==> src/hw/stamofu_params.svh <==
// size macros for the store/AMO/fence dispatch path, included by the package and every RTL file

`ifndef STAMOFU_PARAMS_SVH
`define STAMOFU_PARAMS_SVH

// dispatch width
`define STAMOFU_DISPATCH_WAYS 2

// queue depths and their index widths
`define STAMOFU_DQ_ENTRIES 4
`define LOG_STAMOFU_DQ_ENTRIES 2
`define STAMOFU_CQ_ENTRIES 8
`define LOG_STAMOFU_CQ_ENTRIES 3

// core-wide tag widths
`define LOG_PR_COUNT 6
`define LOG_ROB_ENTRIES 5

`endif

==> src/hw/stamofu_pkg.sv <==
// shared types for the store/AMO/fence dispatch path, imported by every stamofu module

`include "stamofu_params.svh"

package stamofu_pkg;

	// --------------------------------------------------
	// op encodings

	typedef enum logic [1:0] {
		CLASS_STORE = 2'd0,
		CLASS_AMO   = 2'd1,
		CLASS_FENCE = 2'd2
	} op_class_t;

	// funct3-like store sizes, amo ops above
	typedef enum logic [3:0] {
		SB       = 4'h0,
		SH       = 4'h1,
		SW       = 4'h2,
		AMO_SWAP = 4'h4,
		AMO_ADD  = 4'h5,
		FENCE    = 4'hF
	} mem_op_t;

	// --------------------------------------------------
	// dispatch and queue records

	typedef struct packed {
		logic                          attempt;
		op_class_t                     op_class;
		mem_op_t                       op;
		logic [11:0]                   imm12;
		logic                          mem_aq;
		logic                          io_aq;
		logic [`LOG_PR_COUNT-1:0]      A_PR;
		logic                          A_ready;
		logic                          A_is_zero;
		logic [`LOG_PR_COUNT-1:0]      B_PR;
		logic                          B_ready;
		logic                          B_is_zero;
		logic [`LOG_PR_COUNT-1:0]      dest_PR;
		logic [`LOG_ROB_ENTRIES-1:0]   ROB_index;
	} dispatch_op_t;

	typedef struct packed {
		logic                          valid;
		logic                          killed;
		op_class_t                     op_class;
		mem_op_t                       op;
		logic [11:0]                   imm12;
		logic                          mem_aq;
		logic                          io_aq;
		logic [`LOG_PR_COUNT-1:0]      A_PR;
		logic                          A_ready;
		logic                          A_is_zero;
		logic [`LOG_PR_COUNT-1:0]      B_PR;
		logic                          B_ready;
		logic                          B_is_zero;
		logic [`LOG_PR_COUNT-1:0]      dest_PR;
		logic [`LOG_ROB_ENTRIES-1:0]   ROB_index;
	} dq_entry_t;

	typedef struct packed {
		op_class_t                     op_class;
		mem_op_t                       op;
		logic                          killed;
		logic                          mem_aq;
		logic                          io_aq;
		logic [`LOG_PR_COUNT-1:0]      dest_PR;
		logic [`LOG_ROB_ENTRIES-1:0]   ROB_index;
	} cq_enq_t;

	typedef struct packed {
		op_class_t                       op_class;
		mem_op_t                         op;
		logic [11:0]                     imm12;
		logic [`LOG_PR_COUNT-1:0]        A_PR;
		logic                            A_ready;
		logic                            A_is_zero;
		logic [`LOG_PR_COUNT-1:0]        B_PR;
		logic                            B_ready;
		logic                            B_is_zero;
		logic [`LOG_ROB_ENTRIES-1:0]     ROB_index;
		logic [`LOG_STAMOFU_CQ_ENTRIES-1:0] cq_index;
	} iq_enq_t;

	typedef struct packed {
		logic                          mem_aq;
		logic                          io_aq;
		logic [`LOG_ROB_ENTRIES-1:0]   ROB_index;
	} aq_enq_t;

	// --------------------------------------------------
	// core broadcasts

	typedef struct packed {
		logic                          valid;
		logic [`LOG_PR_COUNT-1:0]      PR;
	} wb_bus_t;

	typedef struct packed {
		logic                          valid;
		logic [`LOG_ROB_ENTRIES-1:0]   abs_head_index;
		logic [`LOG_ROB_ENTRIES-1:0]   rel_kill_younger_index;
	} rob_kill_t;

endpackage

==> src/hw/stamofu_dispatch.sv <==
// producer stage: grants dispatch ways in order against dq room, builds dq entries, registers acks

`timescale 1ns/1ps

`include "stamofu_params.svh"

module stamofu_dispatch import stamofu_pkg::*; (
	input logic CLK,
	input logic nRST,

	// dispatch by way
	input dispatch_op_t [`STAMOFU_DISPATCH_WAYS-1:0] dispatch_by_way,
	output logic [`STAMOFU_DISPATCH_WAYS-1:0] dispatch_ack_by_way,

	// dq write port
	input logic [`LOG_STAMOFU_DQ_ENTRIES:0] dq_free_count,
	output logic [`STAMOFU_DISPATCH_WAYS-1:0] dq_write_valid_by_way,
	output dq_entry_t [`STAMOFU_DISPATCH_WAYS-1:0] dq_write_entry_by_way
);

	logic [`LOG_STAMOFU_DQ_ENTRIES:0] room;
	logic blocked;

	// fresh entry: valid, not killed, operand state as dispatched
	function automatic dq_entry_t build_entry(input dispatch_op_t d);
		dq_entry_t e;
		e.valid = 1'b1;
		e.killed = 1'b0;
		e.op_class = d.op_class;
		e.op = d.op;
		e.imm12 = d.imm12;
		e.mem_aq = d.mem_aq;
		e.io_aq = d.io_aq;
		e.A_PR = d.A_PR;
		e.A_ready = d.A_ready;
		e.A_is_zero = d.A_is_zero;
		e.B_PR = d.B_PR;
		e.B_ready = d.B_ready;
		e.B_is_zero = d.B_is_zero;
		e.dest_PR = d.dest_PR;
		e.ROB_index = d.ROB_index;
		return e;
	endfunction

	// --------------------------------------------------
	// in-order grant, first refused way blocks all later ones
	always_comb begin
		room = dq_free_count;
		blocked = 1'b0;
		for (int w = 0; w < `STAMOFU_DISPATCH_WAYS; w++) begin
			dq_write_valid_by_way[w] = 1'b0;
			dq_write_entry_by_way[w] = build_entry(dispatch_by_way[w]);
			if (dispatch_by_way[w].attempt && !blocked) begin
				if (room != '0) begin
					dq_write_valid_by_way[w] = 1'b1;
					room = room - 1'b1;
				end else begin
					blocked = 1'b1;
				end
			end
		end
	end

	// ack on the same edge the dq takes the write
	always_ff @(posedge CLK, negedge nRST) begin
		if (!nRST) begin
			dispatch_ack_by_way <= '0;
		end else begin
			dispatch_ack_by_way <= dq_write_valid_by_way;
		end
	end

endmodule

==> src/hw/stamofu_dq.sv <==
// dispatch queue: buffers accepted ops, tracks operand wakeup and kills, drains the head in order

`timescale 1ns/1ps

`include "stamofu_params.svh"

module stamofu_dq import stamofu_pkg::*; (
	input logic CLK,
	input logic nRST,

	// write from the producer
	input logic [`STAMOFU_DISPATCH_WAYS-1:0] dq_write_valid_by_way,
	input dq_entry_t [`STAMOFU_DISPATCH_WAYS-1:0] dq_write_entry_by_way,
	output logic [`LOG_STAMOFU_DQ_ENTRIES:0] dq_free_count,

	// core broadcasts
	input wb_bus_t wb_bus,
	input rob_kill_t rob_kill,

	// central queue
	output logic cq_enq_valid,
	output cq_enq_t cq_enq,
	input logic cq_enq_ready,
	input logic [`LOG_STAMOFU_CQ_ENTRIES-1:0] cq_enq_index,

	// issue and acquire queues
	output logic iq_enq_valid,
	output iq_enq_t iq_enq,
	input logic iq_enq_ready,
	output logic aq_enq_valid,
	output aq_enq_t aq_enq,
	input logic aq_enq_ready
);

	localparam logic [`LOG_STAMOFU_DQ_ENTRIES:0] DQ_DEPTH = `STAMOFU_DQ_ENTRIES;

	dq_entry_t [`STAMOFU_DQ_ENTRIES-1:0] entry_q;
	dq_entry_t [`STAMOFU_DQ_ENTRIES-1:0] entry_upd;
	dq_entry_t [`STAMOFU_DQ_ENTRIES-1:0] entry_next;
	logic [`LOG_STAMOFU_DQ_ENTRIES-1:0] head;
	logic [`LOG_STAMOFU_DQ_ENTRIES-1:0] tail;
	logic [`LOG_STAMOFU_DQ_ENTRIES:0] count;
	logic [`LOG_STAMOFU_DQ_ENTRIES:0] write_count;
	logic [`STAMOFU_DISPATCH_WAYS-1:0][`LOG_STAMOFU_DQ_ENTRIES-1:0] write_index;
	dq_entry_t head_entry;
	logic needs_iq;
	logic needs_aq;
	logic deq;

	// apply this cycle's writeback and kill to one entry
	function automatic dq_entry_t wake_and_kill(input dq_entry_t e);
		dq_entry_t r;
		logic [`LOG_ROB_ENTRIES-1:0] rel_index;
		r = e;
		rel_index = e.ROB_index - rob_kill.abs_head_index;
		if (e.A_is_zero || (wb_bus.valid && wb_bus.PR == e.A_PR))
			r.A_ready = 1'b1;
		if (e.B_is_zero || (wb_bus.valid && wb_bus.PR == e.B_PR))
			r.B_ready = 1'b1;
		if (rob_kill.valid && rel_index >= rob_kill.rel_kill_younger_index)
			r.killed = 1'b1;
		return r;
	endfunction

	assign dq_free_count = DQ_DEPTH - count;

	// --------------------------------------------------
	// write slots, packed from the tail in way order
	always_comb begin
		write_count = '0;
		for (int w = 0; w < `STAMOFU_DISPATCH_WAYS; w++) begin
			write_index[w] = tail + write_count[`LOG_STAMOFU_DQ_ENTRIES-1:0];
			if (dq_write_valid_by_way[w])
				write_count = write_count + 1'b1;
		end
	end

	always_comb begin
		for (int i = 0; i < `STAMOFU_DQ_ENTRIES; i++)
			entry_upd[i] = wake_and_kill(entry_q[i]);
	end

	// --------------------------------------------------
	// head routing
	assign head_entry = entry_upd[head];
	assign needs_iq = !head_entry.killed
		&& (head_entry.op_class == CLASS_STORE || head_entry.op_class == CLASS_AMO);
	assign needs_aq = !head_entry.killed && (head_entry.mem_aq || head_entry.io_aq);

	// skip the cycle after a dequeue so cq ready and tail have settled
	assign deq = head_entry.valid && !cq_enq_valid && cq_enq_ready
		&& (iq_enq_ready || !needs_iq) && (aq_enq_ready || !needs_aq);

	always_comb begin
		entry_next = entry_upd;
		if (deq)
			entry_next[head].valid = 1'b0;
		for (int w = 0; w < `STAMOFU_DISPATCH_WAYS; w++) begin
			if (dq_write_valid_by_way[w])
				entry_next[write_index[w]] = wake_and_kill(dq_write_entry_by_way[w]);
		end
	end

	always_ff @(posedge CLK, negedge nRST) begin
		if (!nRST) begin
			entry_q <= '0;
			head <= '0;
			tail <= '0;
			count <= '0;
			cq_enq_valid <= 1'b0;
			iq_enq_valid <= 1'b0;
			aq_enq_valid <= 1'b0;
		end else begin
			entry_q <= entry_next;
			if (deq)
				head <= head + 1'b1;
			tail <= tail + write_count[`LOG_STAMOFU_DQ_ENTRIES-1:0];
			count <= count + write_count - {{`LOG_STAMOFU_DQ_ENTRIES{1'b0}}, deq};
			cq_enq_valid <= deq;
			iq_enq_valid <= deq && needs_iq;
			aq_enq_valid <= deq && needs_aq;
		end
	end

	// enqueue payloads, meaningful only with their valid
	always_ff @(posedge CLK) begin
		if (deq) begin
			cq_enq.op_class <= head_entry.op_class;
			cq_enq.op <= head_entry.op;
			cq_enq.killed <= head_entry.killed;
			cq_enq.mem_aq <= head_entry.mem_aq;
			cq_enq.io_aq <= head_entry.io_aq;
			cq_enq.dest_PR <= head_entry.dest_PR;
			cq_enq.ROB_index <= head_entry.ROB_index;
			iq_enq.op_class <= head_entry.op_class;
			iq_enq.op <= head_entry.op;
			iq_enq.imm12 <= head_entry.imm12;
			iq_enq.A_PR <= head_entry.A_PR;
			iq_enq.A_ready <= head_entry.A_ready;
			iq_enq.A_is_zero <= head_entry.A_is_zero;
			iq_enq.B_PR <= head_entry.B_PR;
			iq_enq.B_ready <= head_entry.B_ready;
			iq_enq.B_is_zero <= head_entry.B_is_zero;
			iq_enq.ROB_index <= head_entry.ROB_index;
			iq_enq.cq_index <= cq_enq_index;
			aq_enq.mem_aq <= head_entry.mem_aq;
			aq_enq.io_aq <= head_entry.io_aq;
			aq_enq.ROB_index <= head_entry.ROB_index;
		end
	end

endmodule

==> src/hw/stamofu_cq.sv <==
// central queue: allocates cq indices at its tail, holds the ops and frees them in order on commit

`timescale 1ns/1ps

`include "stamofu_params.svh"

module stamofu_cq import stamofu_pkg::*; (
	input logic CLK,
	input logic nRST,

	// enqueue from the dq
	input logic cq_enq_valid,
	input cq_enq_t cq_enq,
	output logic cq_enq_ready,
	output logic [`LOG_STAMOFU_CQ_ENTRIES-1:0] cq_enq_index,

	// commit and occupancy
	input logic commit_valid,
	output logic [`LOG_STAMOFU_CQ_ENTRIES:0] cq_count
);

	cq_enq_t [`STAMOFU_CQ_ENTRIES-1:0] op_q;
	logic [`STAMOFU_CQ_ENTRIES-1:0] valid_q;
	logic [`LOG_STAMOFU_CQ_ENTRIES-1:0] head;
	logic [`LOG_STAMOFU_CQ_ENTRIES-1:0] tail;
	logic [`LOG_STAMOFU_CQ_ENTRIES:0] count;
	logic enq;
	logic commit_ok;

	// not full while the tail slot is free
	assign cq_enq_ready = !valid_q[tail];
	assign cq_enq_index = tail;
	assign cq_count = count;

	assign enq = cq_enq_valid && cq_enq_ready;
	// commit on an empty queue is dropped
	assign commit_ok = commit_valid && valid_q[head];

	// --------------------------------------------------
	// pointers and occupancy
	always_ff @(posedge CLK, negedge nRST) begin
		if (!nRST) begin
			valid_q <= '0;
			head <= '0;
			tail <= '0;
			count <= '0;
		end else begin
			if (enq) begin
				valid_q[tail] <= 1'b1;
				tail <= tail + 1'b1;
			end
			if (commit_ok) begin
				valid_q[head] <= 1'b0;
				head <= head + 1'b1;
			end
			case ({enq, commit_ok})
				2'b10: count <= count + 1'b1;
				2'b01: count <= count - 1'b1;
				default: count <= count;
			endcase
		end
	end

	// op storage
	always_ff @(posedge CLK) begin
		if (enq)
			op_q[tail] <= cq_enq;
	end

endmodule

==> src/hw/stamofu_top.sv <==
// top level of the store/AMO/fence dispatch path: producer, dispatch queue and central queue

`timescale 1ns/1ps

`include "stamofu_params.svh"

module stamofu_top import stamofu_pkg::*; (
	input logic CLK,
	input logic nRST,

	// dispatch
	input dispatch_op_t [`STAMOFU_DISPATCH_WAYS-1:0] dispatch_by_way,
	output logic [`STAMOFU_DISPATCH_WAYS-1:0] dispatch_ack_by_way,

	// core broadcasts
	input wb_bus_t wb_bus,
	input rob_kill_t rob_kill,

	// issue queue
	output logic iq_enq_valid,
	output iq_enq_t iq_enq,
	input logic iq_enq_ready,

	// acquire queue
	output logic aq_enq_valid,
	output aq_enq_t aq_enq,
	input logic aq_enq_ready,

	// commit
	input logic commit_valid,
	output logic [`LOG_STAMOFU_CQ_ENTRIES:0] cq_count
);

	logic [`LOG_STAMOFU_DQ_ENTRIES:0] dq_free_count;
	logic [`STAMOFU_DISPATCH_WAYS-1:0] dq_write_valid_by_way;
	dq_entry_t [`STAMOFU_DISPATCH_WAYS-1:0] dq_write_entry_by_way;
	logic cq_enq_valid;
	cq_enq_t cq_enq;
	logic cq_enq_ready;
	logic [`LOG_STAMOFU_CQ_ENTRIES-1:0] cq_enq_index;

	stamofu_dispatch dispatch (.*);

	stamofu_dq dq (.*);

	stamofu_cq cq (.*);

endmodule

==> config.mk <==
export PLATFORM = sky130hd
export DESIGN_NAME = stamofu_top
export DESIGN_NICKNAME = d
export VERILOG_FILES = /design/src/hw/stamofu_pkg.sv /design/src/hw/stamofu_dispatch.sv /design/src/hw/stamofu_dq.sv /design/src/hw/stamofu_cq.sv /design/src/hw/stamofu_top.sv
export VERILOG_INCLUDE_DIRS = /design/src /design/src/hw
export SDC_FILE = /design/constraint.sdc
export NUM_CORES = 1
export LEC_CHECK = 0
export ABC_AREA = 1
export BUFFER_PORTS_ARGS = -buffer_cell sky130_fd_sc_hd__buf_2
export CAP_MARGIN = 20
export CORE_UTILIZATION = 45
export CTS_CLUSTER_DIAMETER = 150
export DETAILED_ROUTE_END_ITERATION = 10
export PLACE_DENSITY = 0.67
export SLEW_MARGIN = 15
export SYNTH_ARGS = -nofsm -noshare
export SYNTH_HDL_FRONTEND = slang
export SYNTH_SLANG_ARGS = --single-unit
export TNS_END_PERCENT = 30
==> constraint.sdc <==
create_clock -name CLK -period 4.8 [get_ports CLK]
set_clock_uncertainty 0.1 [all_clocks]
set_input_delay 0.48 -clock CLK [delete_from_list [all_inputs] [get_ports CLK]]
set_output_delay 0.48 -clock CLK [all_outputs]
set_load 0.01 [all_outputs]
Word level (Yosys, flattened, before mapping):

Cells that the tools add are included.

* $mul: 0
* muxes and demuxes: 59
* add/subtract/negate cells: 18
* bitwise gates (word level): 3
* $lt $le $gt $ge: 16
* reductions and logical operators: 60
* divide/modulo/power cells: 0
* equal/unequal tests: 15
* shifts and indexed selects: 0

Operator list (count)
* bitwise mux 196 bit: 3
* 2-to-1 mux 196 bit: 3
* demux 49 bit (select 2 bit): 3
* 2-to-1 mux 49 bit: 4
* binary-select mux 49 bit (select 2 bit): 1
* equality test 6 bit: 12
* 2-to-1 mux 1 bit: 35
* logical AND 1 bit: 34
* greater-or-equal comparator 5 bit: 6
* subtractor 5 bit: 6
* logical OR 1 bit: 16
* 2-to-1 mux 8 bit: 2
* less-than comparator 2 x 3 -> 1 bit (second input constant): 3
* 2-to-1 mux 3 bit: 3
* AND 8 bit: 1
* less-than comparator 3 x 4 -> 1 bit (second input constant): 2
* NOT 8 bit: 1
* bitwise OR 8 bit: 1
* one-hot mux 4 bit (2 select lines): 1
* adder 3 x 1 -> 3 bit (second input constant): 2
* binary-select mux 1 bit (select 3 bit): 2
* demux 1 bit (select 3 bit): 2
* greater-or-equal comparator 2 x 1 -> 1 bit (second input constant): 3
* greater-or-equal comparator 3 x 1 -> 1 bit (second input constant): 2
* other kinds (16): 23

* register bits after elaboration: 270
* ROM bits: 0
* bits in writable memories: 0
* memories kept: 0
* latch bits: 0
* logic and storage cells: 255

Logic depth before layout (Yosys ltp):

Gate-level depths: netlist (run 1).

* depth after elaboration: 18
* mapped depth: 25

Modules after synthesis:

Synthesis (run 1) repeated with hierarchy kept, for this count alone.

* cells, all modules: 2053
* area total of the unflattened synthesis: 16898.7 um2

By module, submodules not included
* stamofu_dq: area each 14767.9 um2, cells an instance 1753, instances 1, sequential area each 6686.4 um2
* stamofu_cq: area each 1232.4 um2, cells an instance 176, instances 1, sequential area each 450.4 um2
* stamofu_dispatch: area each 898.4 um2, cells an instance 124, instances 1, sequential area each 50.0 um2

Least setup slack after synthesis (run 1):

Ideal clock, no wire load.

* kind: input -> register
* start: in rob_kill[6] in the netlist's numbering
* end: reg dq.count[2]
* required time: 4.571 ns
* data arrival time: 4.855 ns
* setup time: 0.129 ns
* path slack: -0.284 ns
* stages on the path: 23
* buffers on the path: 0
* path through: inv_1 > fa_1 > nand3_1 > nand2_1 > xor2_1 > ha_1 > nand2_1 > nor2_1 > nand2_1 > nand3_1 > nand2_1 > nand3_1 > nand3_1 > nand4_1 > nand3_1 > inv_1 > ha_1 > inv_1 > ha_1 > inv_1 > fa_1 > xnor2_1 > xor2_1

* word-level cells in the longest chain between the ends: 13
* elaborated cells between the ends (all ways): 28
* those cells by class: 5 x add/sub; 4 x order compare; 6 x mux; 13 x reduce/logical

Ends and longest elaborated chain
* from (decl): line stamofu_top.sv:17 `input rob_kill_t rob_kill,`
* subtractor 5 bit: line stamofu_dq.sv:55 `rel_index = e.ROB_index - rob_kill.abs_head_index;`
* greater-or-equal comparator 5 bit: line stamofu_dq.sv:60 `if (rob_kill.valid && rel_index >= rob_kill.rel_kill_younger_index)`
* logical AND 1 bit: line stamofu_dq.sv:60
* 2-to-1 mux 1 bit: line stamofu_dq.sv:60
* binary-select mux 49 bit (select 2 bit) (*): line stamofu_dq.sv:85 `assign head_entry = entry_upd[head];`
* 2-to-1 mux 49 bit (not written as such) (*): line stamofu_dq.sv:85
* zero test 1 bit (*): line stamofu_dq.sv:86, stamofu_dq.sv:88
* logical AND 1 bit: line stamofu_dq.sv:87 `&& (head_entry.op_class == CLASS_STORE || head_entry.op_class == CLASS_AMO);`
* zero test 1 bit: line stamofu_dq.sv:92 `&& (iq_enq_ready || !needs_iq) && (aq_enq_ready || !needs_aq);`
* logical OR 1 bit: line stamofu_dq.sv:92
* logical AND 1 bit: line stamofu_dq.sv:92
* logical AND 1 bit (*): line stamofu_dq.sv:92
* named net dq.deq: line stamofu_dq.sv:48 `logic deq;`
* subtractor 3 x 1 -> 3 bit (*): line stamofu_dq.sv:118 `` count <= count + write_count - {{`LOG_STAMOFU_DQ_ENTRIES{1'b0}}, deq}; ``
* to (signal assigned): line stamofu_dq.sv:118
* to (decl): line stamofu_dq.sv:42 `` logic [`LOG_STAMOFU_DQ_ENTRIES:0] count; ``

The timed path passes the listed nets; every way through them passes the cells marked *. The select of a mux whose other input is x is not followed.
A chain may end at the register's enable or synchronous reset.

Worst setup path after layout (run 1):

* start: reg dq.entry_q[147] in the netlist's numbering
* end: reg dq.count[2]

* word-level cells in the longest chain between the ends: 13
* elaborated cells between the ends (all ways): 16
* those cells by class: 2 x add/sub; 1 x order compare; 3 x mux; 10 x reduce/logical

Ends and longest elaborated chain
* from (decl): line stamofu_dq.sv:37 `` dq_entry_t [`STAMOFU_DQ_ENTRIES-1:0] entry_q; ``
* from (signal assigned): line stamofu_dq.sv:114 `entry_q <= entry_next;`
* subtractor 5 bit (*): line stamofu_dq.sv:55
* greater-or-equal comparator 5 bit (*): line stamofu_dq.sv:60
* logical AND 1 bit (*): line stamofu_dq.sv:60
* 2-to-1 mux 1 bit (*): line stamofu_dq.sv:60
* binary-select mux 49 bit (select 2 bit) (*): line stamofu_dq.sv:85
* 2-to-1 mux 49 bit (not written as such) (*): line stamofu_dq.sv:85
* zero test 1 bit (*): line stamofu_dq.sv:86, stamofu_dq.sv:88
* logical AND 1 bit: line stamofu_dq.sv:87
* zero test 1 bit: line stamofu_dq.sv:92
* logical OR 1 bit: line stamofu_dq.sv:92
* logical AND 1 bit: line stamofu_dq.sv:92
* logical AND 1 bit (*): line stamofu_dq.sv:92
* named net dq.deq: line stamofu_dq.sv:48
* subtractor 3 x 1 -> 3 bit (*): line stamofu_dq.sv:118

Marks and branches as above.

==> results of run 1 <==
path summary, 6_finish.rpt:
kind / from / to / slack [ns] / depth (start not counted)
setup / recovery: dq.entry_q[147]$_DFF_PN0_ / dq.count[2]$_DFF_PN0_ / 0.47 / 25
hold / removal: dispatch_by_way[46] / dq.entry_q[95]$_DFF_PN0_ / 0.12 / 3
setup reg to reg: dq.entry_q[147]$_DFF_PN0_ / dq.count[2]$_DFF_PN0_ / 0.47 / 25
hold reg to reg: dq.entry_q[146]$_DFF_PN0_ / dq.entry_q[146]$_DFF_PN0_ / 0.38 / 2
max in group asynchronous: nRST / dq.entry_q[37]$_DFF_PN0_ / 3.05 / 3
min in group asynchronous: nRST / dq.entry_q[13]$_DFF_PN0_ / 0.44 / 2
critical path: stages, from the launching register on:
cell and delay, ns:
sky130_fd_sc_hd__dfrtp_1 0.40, sky130_fd_sc_hd__inv_1 0.07, sky130_fd_sc_hd__ha_1 0.13, sky130_fd_sc_hd__inv_1 0.06
sky130_fd_sc_hd__fa_1 0.42, sky130_fd_sc_hd__nand3_1 0.09, sky130_fd_sc_hd__nand2_1 0.06, sky130_fd_sc_hd__xor2_1 0.15
sky130_fd_sc_hd__ha_1 0.30, sky130_fd_sc_hd__nand2_1 0.09, sky130_fd_sc_hd__inv_1 0.04, sky130_fd_sc_hd__nand2_1 0.05
sky130_fd_sc_hd__nand3_1 0.11, sky130_fd_sc_hd__nand2_1 0.10, sky130_fd_sc_hd__nand3_1 0.07, sky130_fd_sc_hd__nand3_1 0.16
sky130_fd_sc_hd__nand4_1 0.22, sky130_fd_sc_hd__nand3_2 0.27, sky130_fd_sc_hd__clkinvlp_4 0.19, sky130_fd_sc_hd__ha_4 0.23
sky130_fd_sc_hd__inv_1 0.05, sky130_fd_sc_hd__ha_1 0.13, sky130_fd_sc_hd__inv_1 0.05, sky130_fd_sc_hd__fa_1 0.38
sky130_fd_sc_hd__xnor2_1 0.15, sky130_fd_sc_hd__xor2_1 0.14
report_power, final:
part / switching (mW) / internal [mW] / total, mW
Clock: 0.872 / 1.38 / 2.26
Sequential: 0.694 / 3.38 / 4.08
Combinational: 3.91 / 2.06 / 5.97
Total: 5.47 / 6.83 / 12.3
flip-flops by register name, summed over array words and instances (netlist names), 3 cells and up:
| signal | cells |
|---|---|
| dq.count | 3 |
| cq.cq_count | 4 |
| cq.valid_q | 8 |
| dq.iq_enq | 42 |
| cq.cq_enq_index | 3 |
| cq.head | 3 |
| dq.entry_q | 172 |
metrics by stage:
| step | hold slack (ns) | worst slack, ns | utilization (%) | area [um^2] | cells |
|---|---|---|---|---|---|
| detailed placement | 0.3698 | 0.2459 | 49.13 | 15030 | 2132 |
| finish | 0.1198 | 0.4674 | 52.41 | 16030 | 2189 |
| global route | 0.1260 | 0.1553 | 52.41 | 16030 | 2189 |
| CTS | 0.1025 | 0.4844 | 52.37 | 16020 | 2185 |
| floorplan | 0.08441 | 0.01445 | - | 13980 | 1638 |
| global placement | 0.3538 | 0.3367 | 49.13 | 15030 | 2132 |
synth_stat cells (2+ instances only):
cell	number
sky130_fd_sc_hd__nand3_1	38
sky130_fd_sc_hd__xor2_1	37
sky130_fd_sc_hd__o221ai_1	5
sky130_fd_sc_hd__edfxtp_1	44
sky130_fd_sc_hd__dfrtp_1	202
sky130_fd_sc_hd__ha_1	72
sky130_fd_sc_hd__xnor2_1	19
sky130_fd_sc_hd__o21a_1	6
sky130_fd_sc_hd__nor2_1	281
sky130_fd_sc_hd__nand2_2	9
sky130_fd_sc_hd__a211oi_1	9
sky130_fd_sc_hd__nor3_1	12
sky130_fd_sc_hd__o211ai_1	4
sky130_fd_sc_hd__nand4_1	13
sky130_fd_sc_hd__a211o_1	2
sky130_fd_sc_hd__o22ai_1	196
sky130_fd_sc_hd__o21ai_0	115
sky130_fd_sc_hd__o31ai_1	4
sky130_fd_sc_hd__a221oi_1	4
sky130_fd_sc_hd__inv_1	152
sky130_fd_sc_hd__inv_2	3
sky130_fd_sc_hd__buf_4	11
sky130_fd_sc_hd__buf_2	27
sky130_fd_sc_hd__fa_1	8
sky130_fd_sc_hd__clkbuf_1	40
sky130_fd_sc_hd__buf_6	8
sky130_fd_sc_hd__nor4_1	2
sky130_fd_sc_hd__a21oi_1	130
sky130_fd_sc_hd__nand2_1	167
sky130_fd_sc_hd__o21bai_1	2
sky130_fd_sc_hd__nand3_4	4
sky130_fd_sc_hd__buf_1	4
area by class of cell:
class / instances / area [um^2] / area share, %
Multi-Input combinational cell: 1147 / 6546 / 40.84
Sequential cell: 246 / 6377 / 39.78
Timing Repair Buffer: 189 / 1035 / 6.455
Clock buffer: 42 / 854.6 / 5.331
Inverter: 155 / 585.6 / 3.653
Tap cell: 396 / 495.5 / 3.091
Clock inverter: 10 / 126.4 / 0.7883
Antenna cell: 4 / 10.01 / 0.06244
metal layers:
layer	share of wire [%]	global-route usage, %	up-vias
met5	0.11	0	-
met4	2.7	9.259	8
met3	9.4	5.371	116
met2	47	47.08	673
met1	40	37.92	6153
li1	-	-	5921
cell families after synthesis:
group	Yosys count	synth area share [%]
flip-flops	246	45.68
AND/OR/NAND/NOR	530	15.70
adder cells (fa/ha/maj)	80	7.601
XOR/XNOR	56	3.513
AO/OA/AOI/OAI	481	19.95
buffers and inverters	245	7.556
==> results.json, run 1 <==
{
  "outcome": "finished, final reports clean",
  "gr-total-overflow": 0,
  "synthCells": 1638,
  "maxSlewHeadroom_pct": 40.71,
  "layout-drive-gt1-share_pct": 14.53,
  "initial_standard_cell_utilization_of_the_core_pct": 45.64,
  "pin_count": 176,
  "tritoncts": "built",
  "core_rows": 64,
  "dominantRegCellSynth": "sky130_fd_sc_hd__dfrtp_1",
  "net_count_of_the_finished_layout": 1966,
  "min_period_ns": 4.333,
  "grt_start_max_net_pins": 91,
  "synth_seq_area_share_pct": 45.68,
  "cts_buffers": 28,
  "routabilityCongestion": 0.9022,
  "area_share_of_the_largest_cell_type_after_synthesis_pct": 36.21,
  "final_antenna_net_count": 0,
  "final.fill_count": 2915,
  "quantity_of_gates_resized_following_cts": 0,
  "post-dp-hpwl_um": 28610,
  "clock_path_buffers": 3,
  "port_buffers": 163,
  "grt_pass1_vias": 12480,
  "syn2layout_area_growth_pct": 14.83,
  "share_of_async_settable_or_async_resettable_flops_after_synthesis_pct": 82.11,
  "post-route-drc-count": 0,
  "antenna_found_initial": 8,
  "synth.lib_cells_used.distinct": 40,
  "grt_use_total_pct": 28.62,
  "die_height_um": 178.1,
  "synth.cell_area_mm2": 0.01396,
  "design.core.area_mm2": 0.03059,
  "drt-vias-per-instance": 5.880,
  "drt-initial-drc-count": 1361,
  "crit_fanout": 7,
  "cts.clk_slew.worst_paths_ns": 0.06,
  "critical_path_source_type": "flip-flop",
  "timing.max_cap.violations": 0,
  "required_ns": 5.13,
  "holdBufCountCts": 1,
  "synthesis.nets": 1837,
  "hold_viol_final": 0,
  "tns_ns": 0,
  "wire_per_inst_um": 20.51,
  "vias": 12870,
  "powerDensity_mw_per_mm2": 767.3,
  "critical_path_end_type": "flip-flop",
  "vdd_ir_drop_max_mv": 0.4106,
  "overall_die_width_um": 178.1,
  "static-leakage-power_nw": 7.268,
  "route.final.wire_length_um": 44910,
  "timing.setup.critical_path_class": "flip-flop to flip-flop",
  "ys_ff_latch": 246,
  "clockRootBuffer": "sky130_fd_sc_hd__clkbuf_16",
  "worst_pin_slew_ns": 0.8883,
  "grt_setup_unrepaired": "false",
  "layout_worst_path_cycle_share_pct": 90.26,
  "grt_pass1_wl_um": 69550,
  "synthDominantAreaCellType": "sky130_fd_sc_hd__dfrtp_1",
  "post_synth.cell_area_avg_um2": 8.522,
  "clock_sink_count": 246,
  "first_pass_iters": 5,
  "worstHoldPathType": "input port to flip-flop",
  "arrival_ns": 4.66,
  "postCtsSetupBuffers": 0,
  "timing.fmax_ghz": 0.2308,
  "mostFrequentLayoutCells": "sky130_fd_sc_hd__nor2_1, sky130_fd_sc_hd__dfrtp_1, sky130_fd_sc_hd__o22ai_1",
  "clkLatencyLatePin_ns": 0.55,
  "htreeDepth": 1,
  "synth-edff-count": 44,
  "ys_top_cells_by_area": "sky130_fd_sc_hd__dfrtp_1, sky130_fd_sc_hd__edfxtp_1, sky130_fd_sc_hd__o22ai_1, sky130_fd_sc_hd__nor2_1, sky130_fd_sc_hd__ha_1",
  "report.final.slew_viol_count": 0,
  "design_power_total_mw": 12.30,
  "ys.warnings.count": 0,
  "mostFrequentLayoutCell": "sky130_fd_sc_hd__nor2_1",
  "dieArea_mm2": 0.03173,
  "setup_viol_count_final": 0
}
Note: power is estimated with default switching activity, not from simulation.
==> run 2: changes to the inputs <==
--- a/config.mk
+++ b/config.mk
@@ -12,7 +12,6 @@
 export CORE_UTILIZATION = 45
 export CTS_CLUSTER_DIAMETER = 150
 export DETAILED_ROUTE_END_ITERATION = 10
-export PLACE_DENSITY = 0.67
 export SLEW_MARGIN = 15
 export SYNTH_ARGS = -nofsm -noshare
 export SYNTH_HDL_FRONTEND = slang
==> constraint.sdc (replaced) <==
create_clock -name CLK -period 4.9 [get_ports CLK]
set_clock_uncertainty 0.1 [all_clocks]
set_input_delay 0.49 -clock CLK [delete_from_list [all_inputs] [get_ports CLK]]
set_output_delay 0.49 -clock CLK [all_outputs]
set_load 0.01 [all_outputs]
==> results.json, run 2 (synthesis gave the netlist of run 1 again) <==
{
  "min_period_ns": 4.339,
  "outcome": "finished, final reports clean",
  "grt_pass1_vias": 12330,
  "htreeDepth": 1,
  "required_ns": 5.27,
  "report.final.slew_viol_count": 0,
  "largest_register_ff_count": 172,
  "clock_path_buffers": 3,
  "fin_area_mm2": 0.01597,
  "postCtsSetupBuffers": 0,
  "vias": 12780,
  "holdBufCountCts": 1,
  "timing.max_cap.violations": 0,
  "net_count_of_the_finished_layout": 1962,
  "largest_reg_by_ff_count": "dq.entry_q",
  "quantity_of_gates_resized_following_cts": 0,
  "mostFrequentLayoutCell": "sky130_fd_sc_hd__nor2_1",
  "die_height_um": 178.1,
  "design.core.area_mm2": 0.03059,
  "clock_sink_count": 246,
  "ff_latch_area_mm2": 0.006377,
  "design_power_total_mw": 11.99,
  "drt-initial-drc-count": 1140,
  "tritoncts": "built",
  "grt_start_max_net_pins": 118,
  "dieArea_mm2": 0.03173,
  "worstHoldPathType": "input port to flip-flop",
  "post-route-drc-count": 0,
  "pin_count": 176,
  "overall_die_width_um": 178.1,
  "initial_standard_cell_utilization_of_the_core_pct": 45.64,
  "post-place-cells": 2128,
  "mostFrequentLayoutCells": "sky130_fd_sc_hd__nor2_1, sky130_fd_sc_hd__dfrtp_1, sky130_fd_sc_hd__o22ai_1",
  "final_antenna_net_count": 0,
  "critical_path_source_type": "flip-flop",
  "drt-vias-per-instance": 5.854,
  "port_buffers": 163,
  "hold_viol_final": 0,
  "cts_buffers": 28,
  "layout_worst_path_cycle_share_pct": 88.56,
  "layout-drive-gt1-share_pct": 14.29,
  "route.final.wire_length_um": 45480,
  "first_pass_iters": 5,
  "timing.setup.critical_path_class": "flip-flop to flip-flop",
  "arrival_ns": 4.71,
  "multi_input_comb_area_mm2": 0.006546,
  "routabilityCongestion": 0.9432,
  "grt_setup_unrepaired": "false",
  "grt_use_total_pct": 28.91,
  "timing.fmax_ghz": 0.2304,
  "gr-total-overflow": 0,
  "final-instance-count-excl-fill": 2183,
  "clockRootBuffer": "sky130_fd_sc_hd__clkbuf_16",
  "core_rows": 64,
  "crit_fanout": 7,
  "critical_path_end_type": "flip-flop",
  "postPlaceCellArea_mm2": 0.01500,
  "post-dp-hpwl_um": 28390,
  "worst_pin_slew_ns": 0.8755,
  "clkLatencyLatePin_ns": 0.56,
  "grt_pass1_wl_um": 70420,
  "cts.clk_slew.worst_paths_ns": 0.06,
  "setup_viol_count_final": 0,
  "wire_per_inst_um": 20.83,
  "antenna_found_initial": 5,
  "syn2layout_area_growth_pct": 14.39,
  "largest_registers": "dq.entry_q: 172 flops, dq.iq_enq: 42 flops, cq.valid_q: 8 flops",
  "static-leakage-power_nw": 7.239,
  "final.fill_count": 2970,
  "maxSlewHeadroom_pct": 41.57,
  "tns_ns": 0,
  "vdd_ir_drop_max_mv": 0.4303,
  "powerDensity_mw_per_mm2": 750.8
}
run 2: cell count changes in the layout (fill, tap and decap cells not counted):
cell and delta:
sky130_fd_sc_hd__buf_4 -4, sky130_fd_sc_hd__clkbuf_1 +2, sky130_fd_sc_hd__clkbuf_16 -1, sky130_fd_sc_hd__clkbuf_8 -2, sky130_fd_sc_hd__clkinv_1 -1, sky130_fd_sc_hd__clkinv_2 +1, sky130_fd_sc_hd__clkinv_4 +1, sky130_fd_sc_hd__clkinv_8 +1
sky130_fd_sc_hd__clkinvlp_4 -1, sky130_fd_sc_hd__diode_2 -2
run 2: layout make-up:
class / count / share of cell area, %
multi-input cells: 1147 / 40.99
flip-flops and latches: 246 / 39.94
repair buffers: 185 / 6.292
clock buffers: 41 / 5.069
inverters: 155 / 3.667
well taps: 396 / 3.103
clock inverters: 11 / 0.9089
diodes: 2 / 0.03134
run 2: critical path, stage by stage, from the launching register on:
cell and delay (ns):
sky130_fd_sc_hd__dfrtp_1 0.41, sky130_fd_sc_hd__inv_1 0.09, sky130_fd_sc_hd__ha_1 0.15, sky130_fd_sc_hd__inv_1 0.07, sky130_fd_sc_hd__fa_1 0.43, sky130_fd_sc_hd__nand3_1 0.09
sky130_fd_sc_hd__nand2_1 0.06, sky130_fd_sc_hd__xor2_1 0.14, sky130_fd_sc_hd__ha_1 0.29, sky130_fd_sc_hd__nand2_1 0.08, sky130_fd_sc_hd__inv_1 0.04, sky130_fd_sc_hd__nand2_1 0.06
sky130_fd_sc_hd__nand3_1 0.12, sky130_fd_sc_hd__nand2_1 0.11, sky130_fd_sc_hd__nand3_1 0.07, sky130_fd_sc_hd__nand3_1 0.18, sky130_fd_sc_hd__nand4_1 0.23, sky130_fd_sc_hd__nand3_2 0.25
sky130_fd_sc_hd__clkinvlp_4 0.15, sky130_fd_sc_hd__ha_4 0.21, sky130_fd_sc_hd__inv_1 0.05, sky130_fd_sc_hd__ha_1 0.14, sky130_fd_sc_hd__inv_1 0.05, sky130_fd_sc_hd__fa_1 0.37
sky130_fd_sc_hd__xnor2_1 0.18, sky130_fd_sc_hd__xor2_1 0.16
run 2: power breakdown:
part | internal [mW] | switching (mW)
Combinational | 2.00 | 3.85
Sequential | 3.31 | 0.665
Clock | 1.30 | 0.869
run 2: final timing paths:
kind | from | end | slack, ns | cells past startpoint
worst max-delay path | dq.entry_q[147]$_DFF_PN0_ | dq.count[2]$_DFF_PN0_ | 0.56 | 25
worst min-delay path | dispatch_by_way[35] | dq.entry_q[182]$_DFF_PN0_ | 0.11 | 3
worst max register to register | dq.entry_q[147]$_DFF_PN0_ | dq.count[2]$_DFF_PN0_ | 0.56 | 25
worst min register to register | cq.cq_count[3]$_DFFE_PN0P_ | cq.cq_count[3]$_DFFE_PN0P_ | 0.36 | 1
max in group asynchronous | nRST | dq.entry_q[187]$_DFF_PN0_ | 3.13 | 3
min in group asynchronous | nRST | dq.entry_q[147]$_DFF_PN0_ | 0.44 | 2
run 2: metrics by stage:
step / hold WS, ns / worst slack (ns) / utilization [%]
finish: 0.1139 / 0.5606 / 52.20
global route: 0.1231 / 0.2504 / 52.19
CTS: 0.09795 / 0.5331 / 52.19
detailed placement: 0.3642 / 0.2760 / 49.03
global placement: 0.3535 / 0.3179 / 49.03
floorplan: 0.09441 / 0.1044 / -
run 2: metal layers:
layer  share of wire, %  global-route usage [%]  vias up  wire, um
met4                3.1                   9.580        4      1420
met3                8.8                   5.179      113      3998
met2                 46                   46.43      572     20710
li1                   -                       -     5914         -
met5              0.051                       0        -        23
met1                 43                   39.31     6177     19330
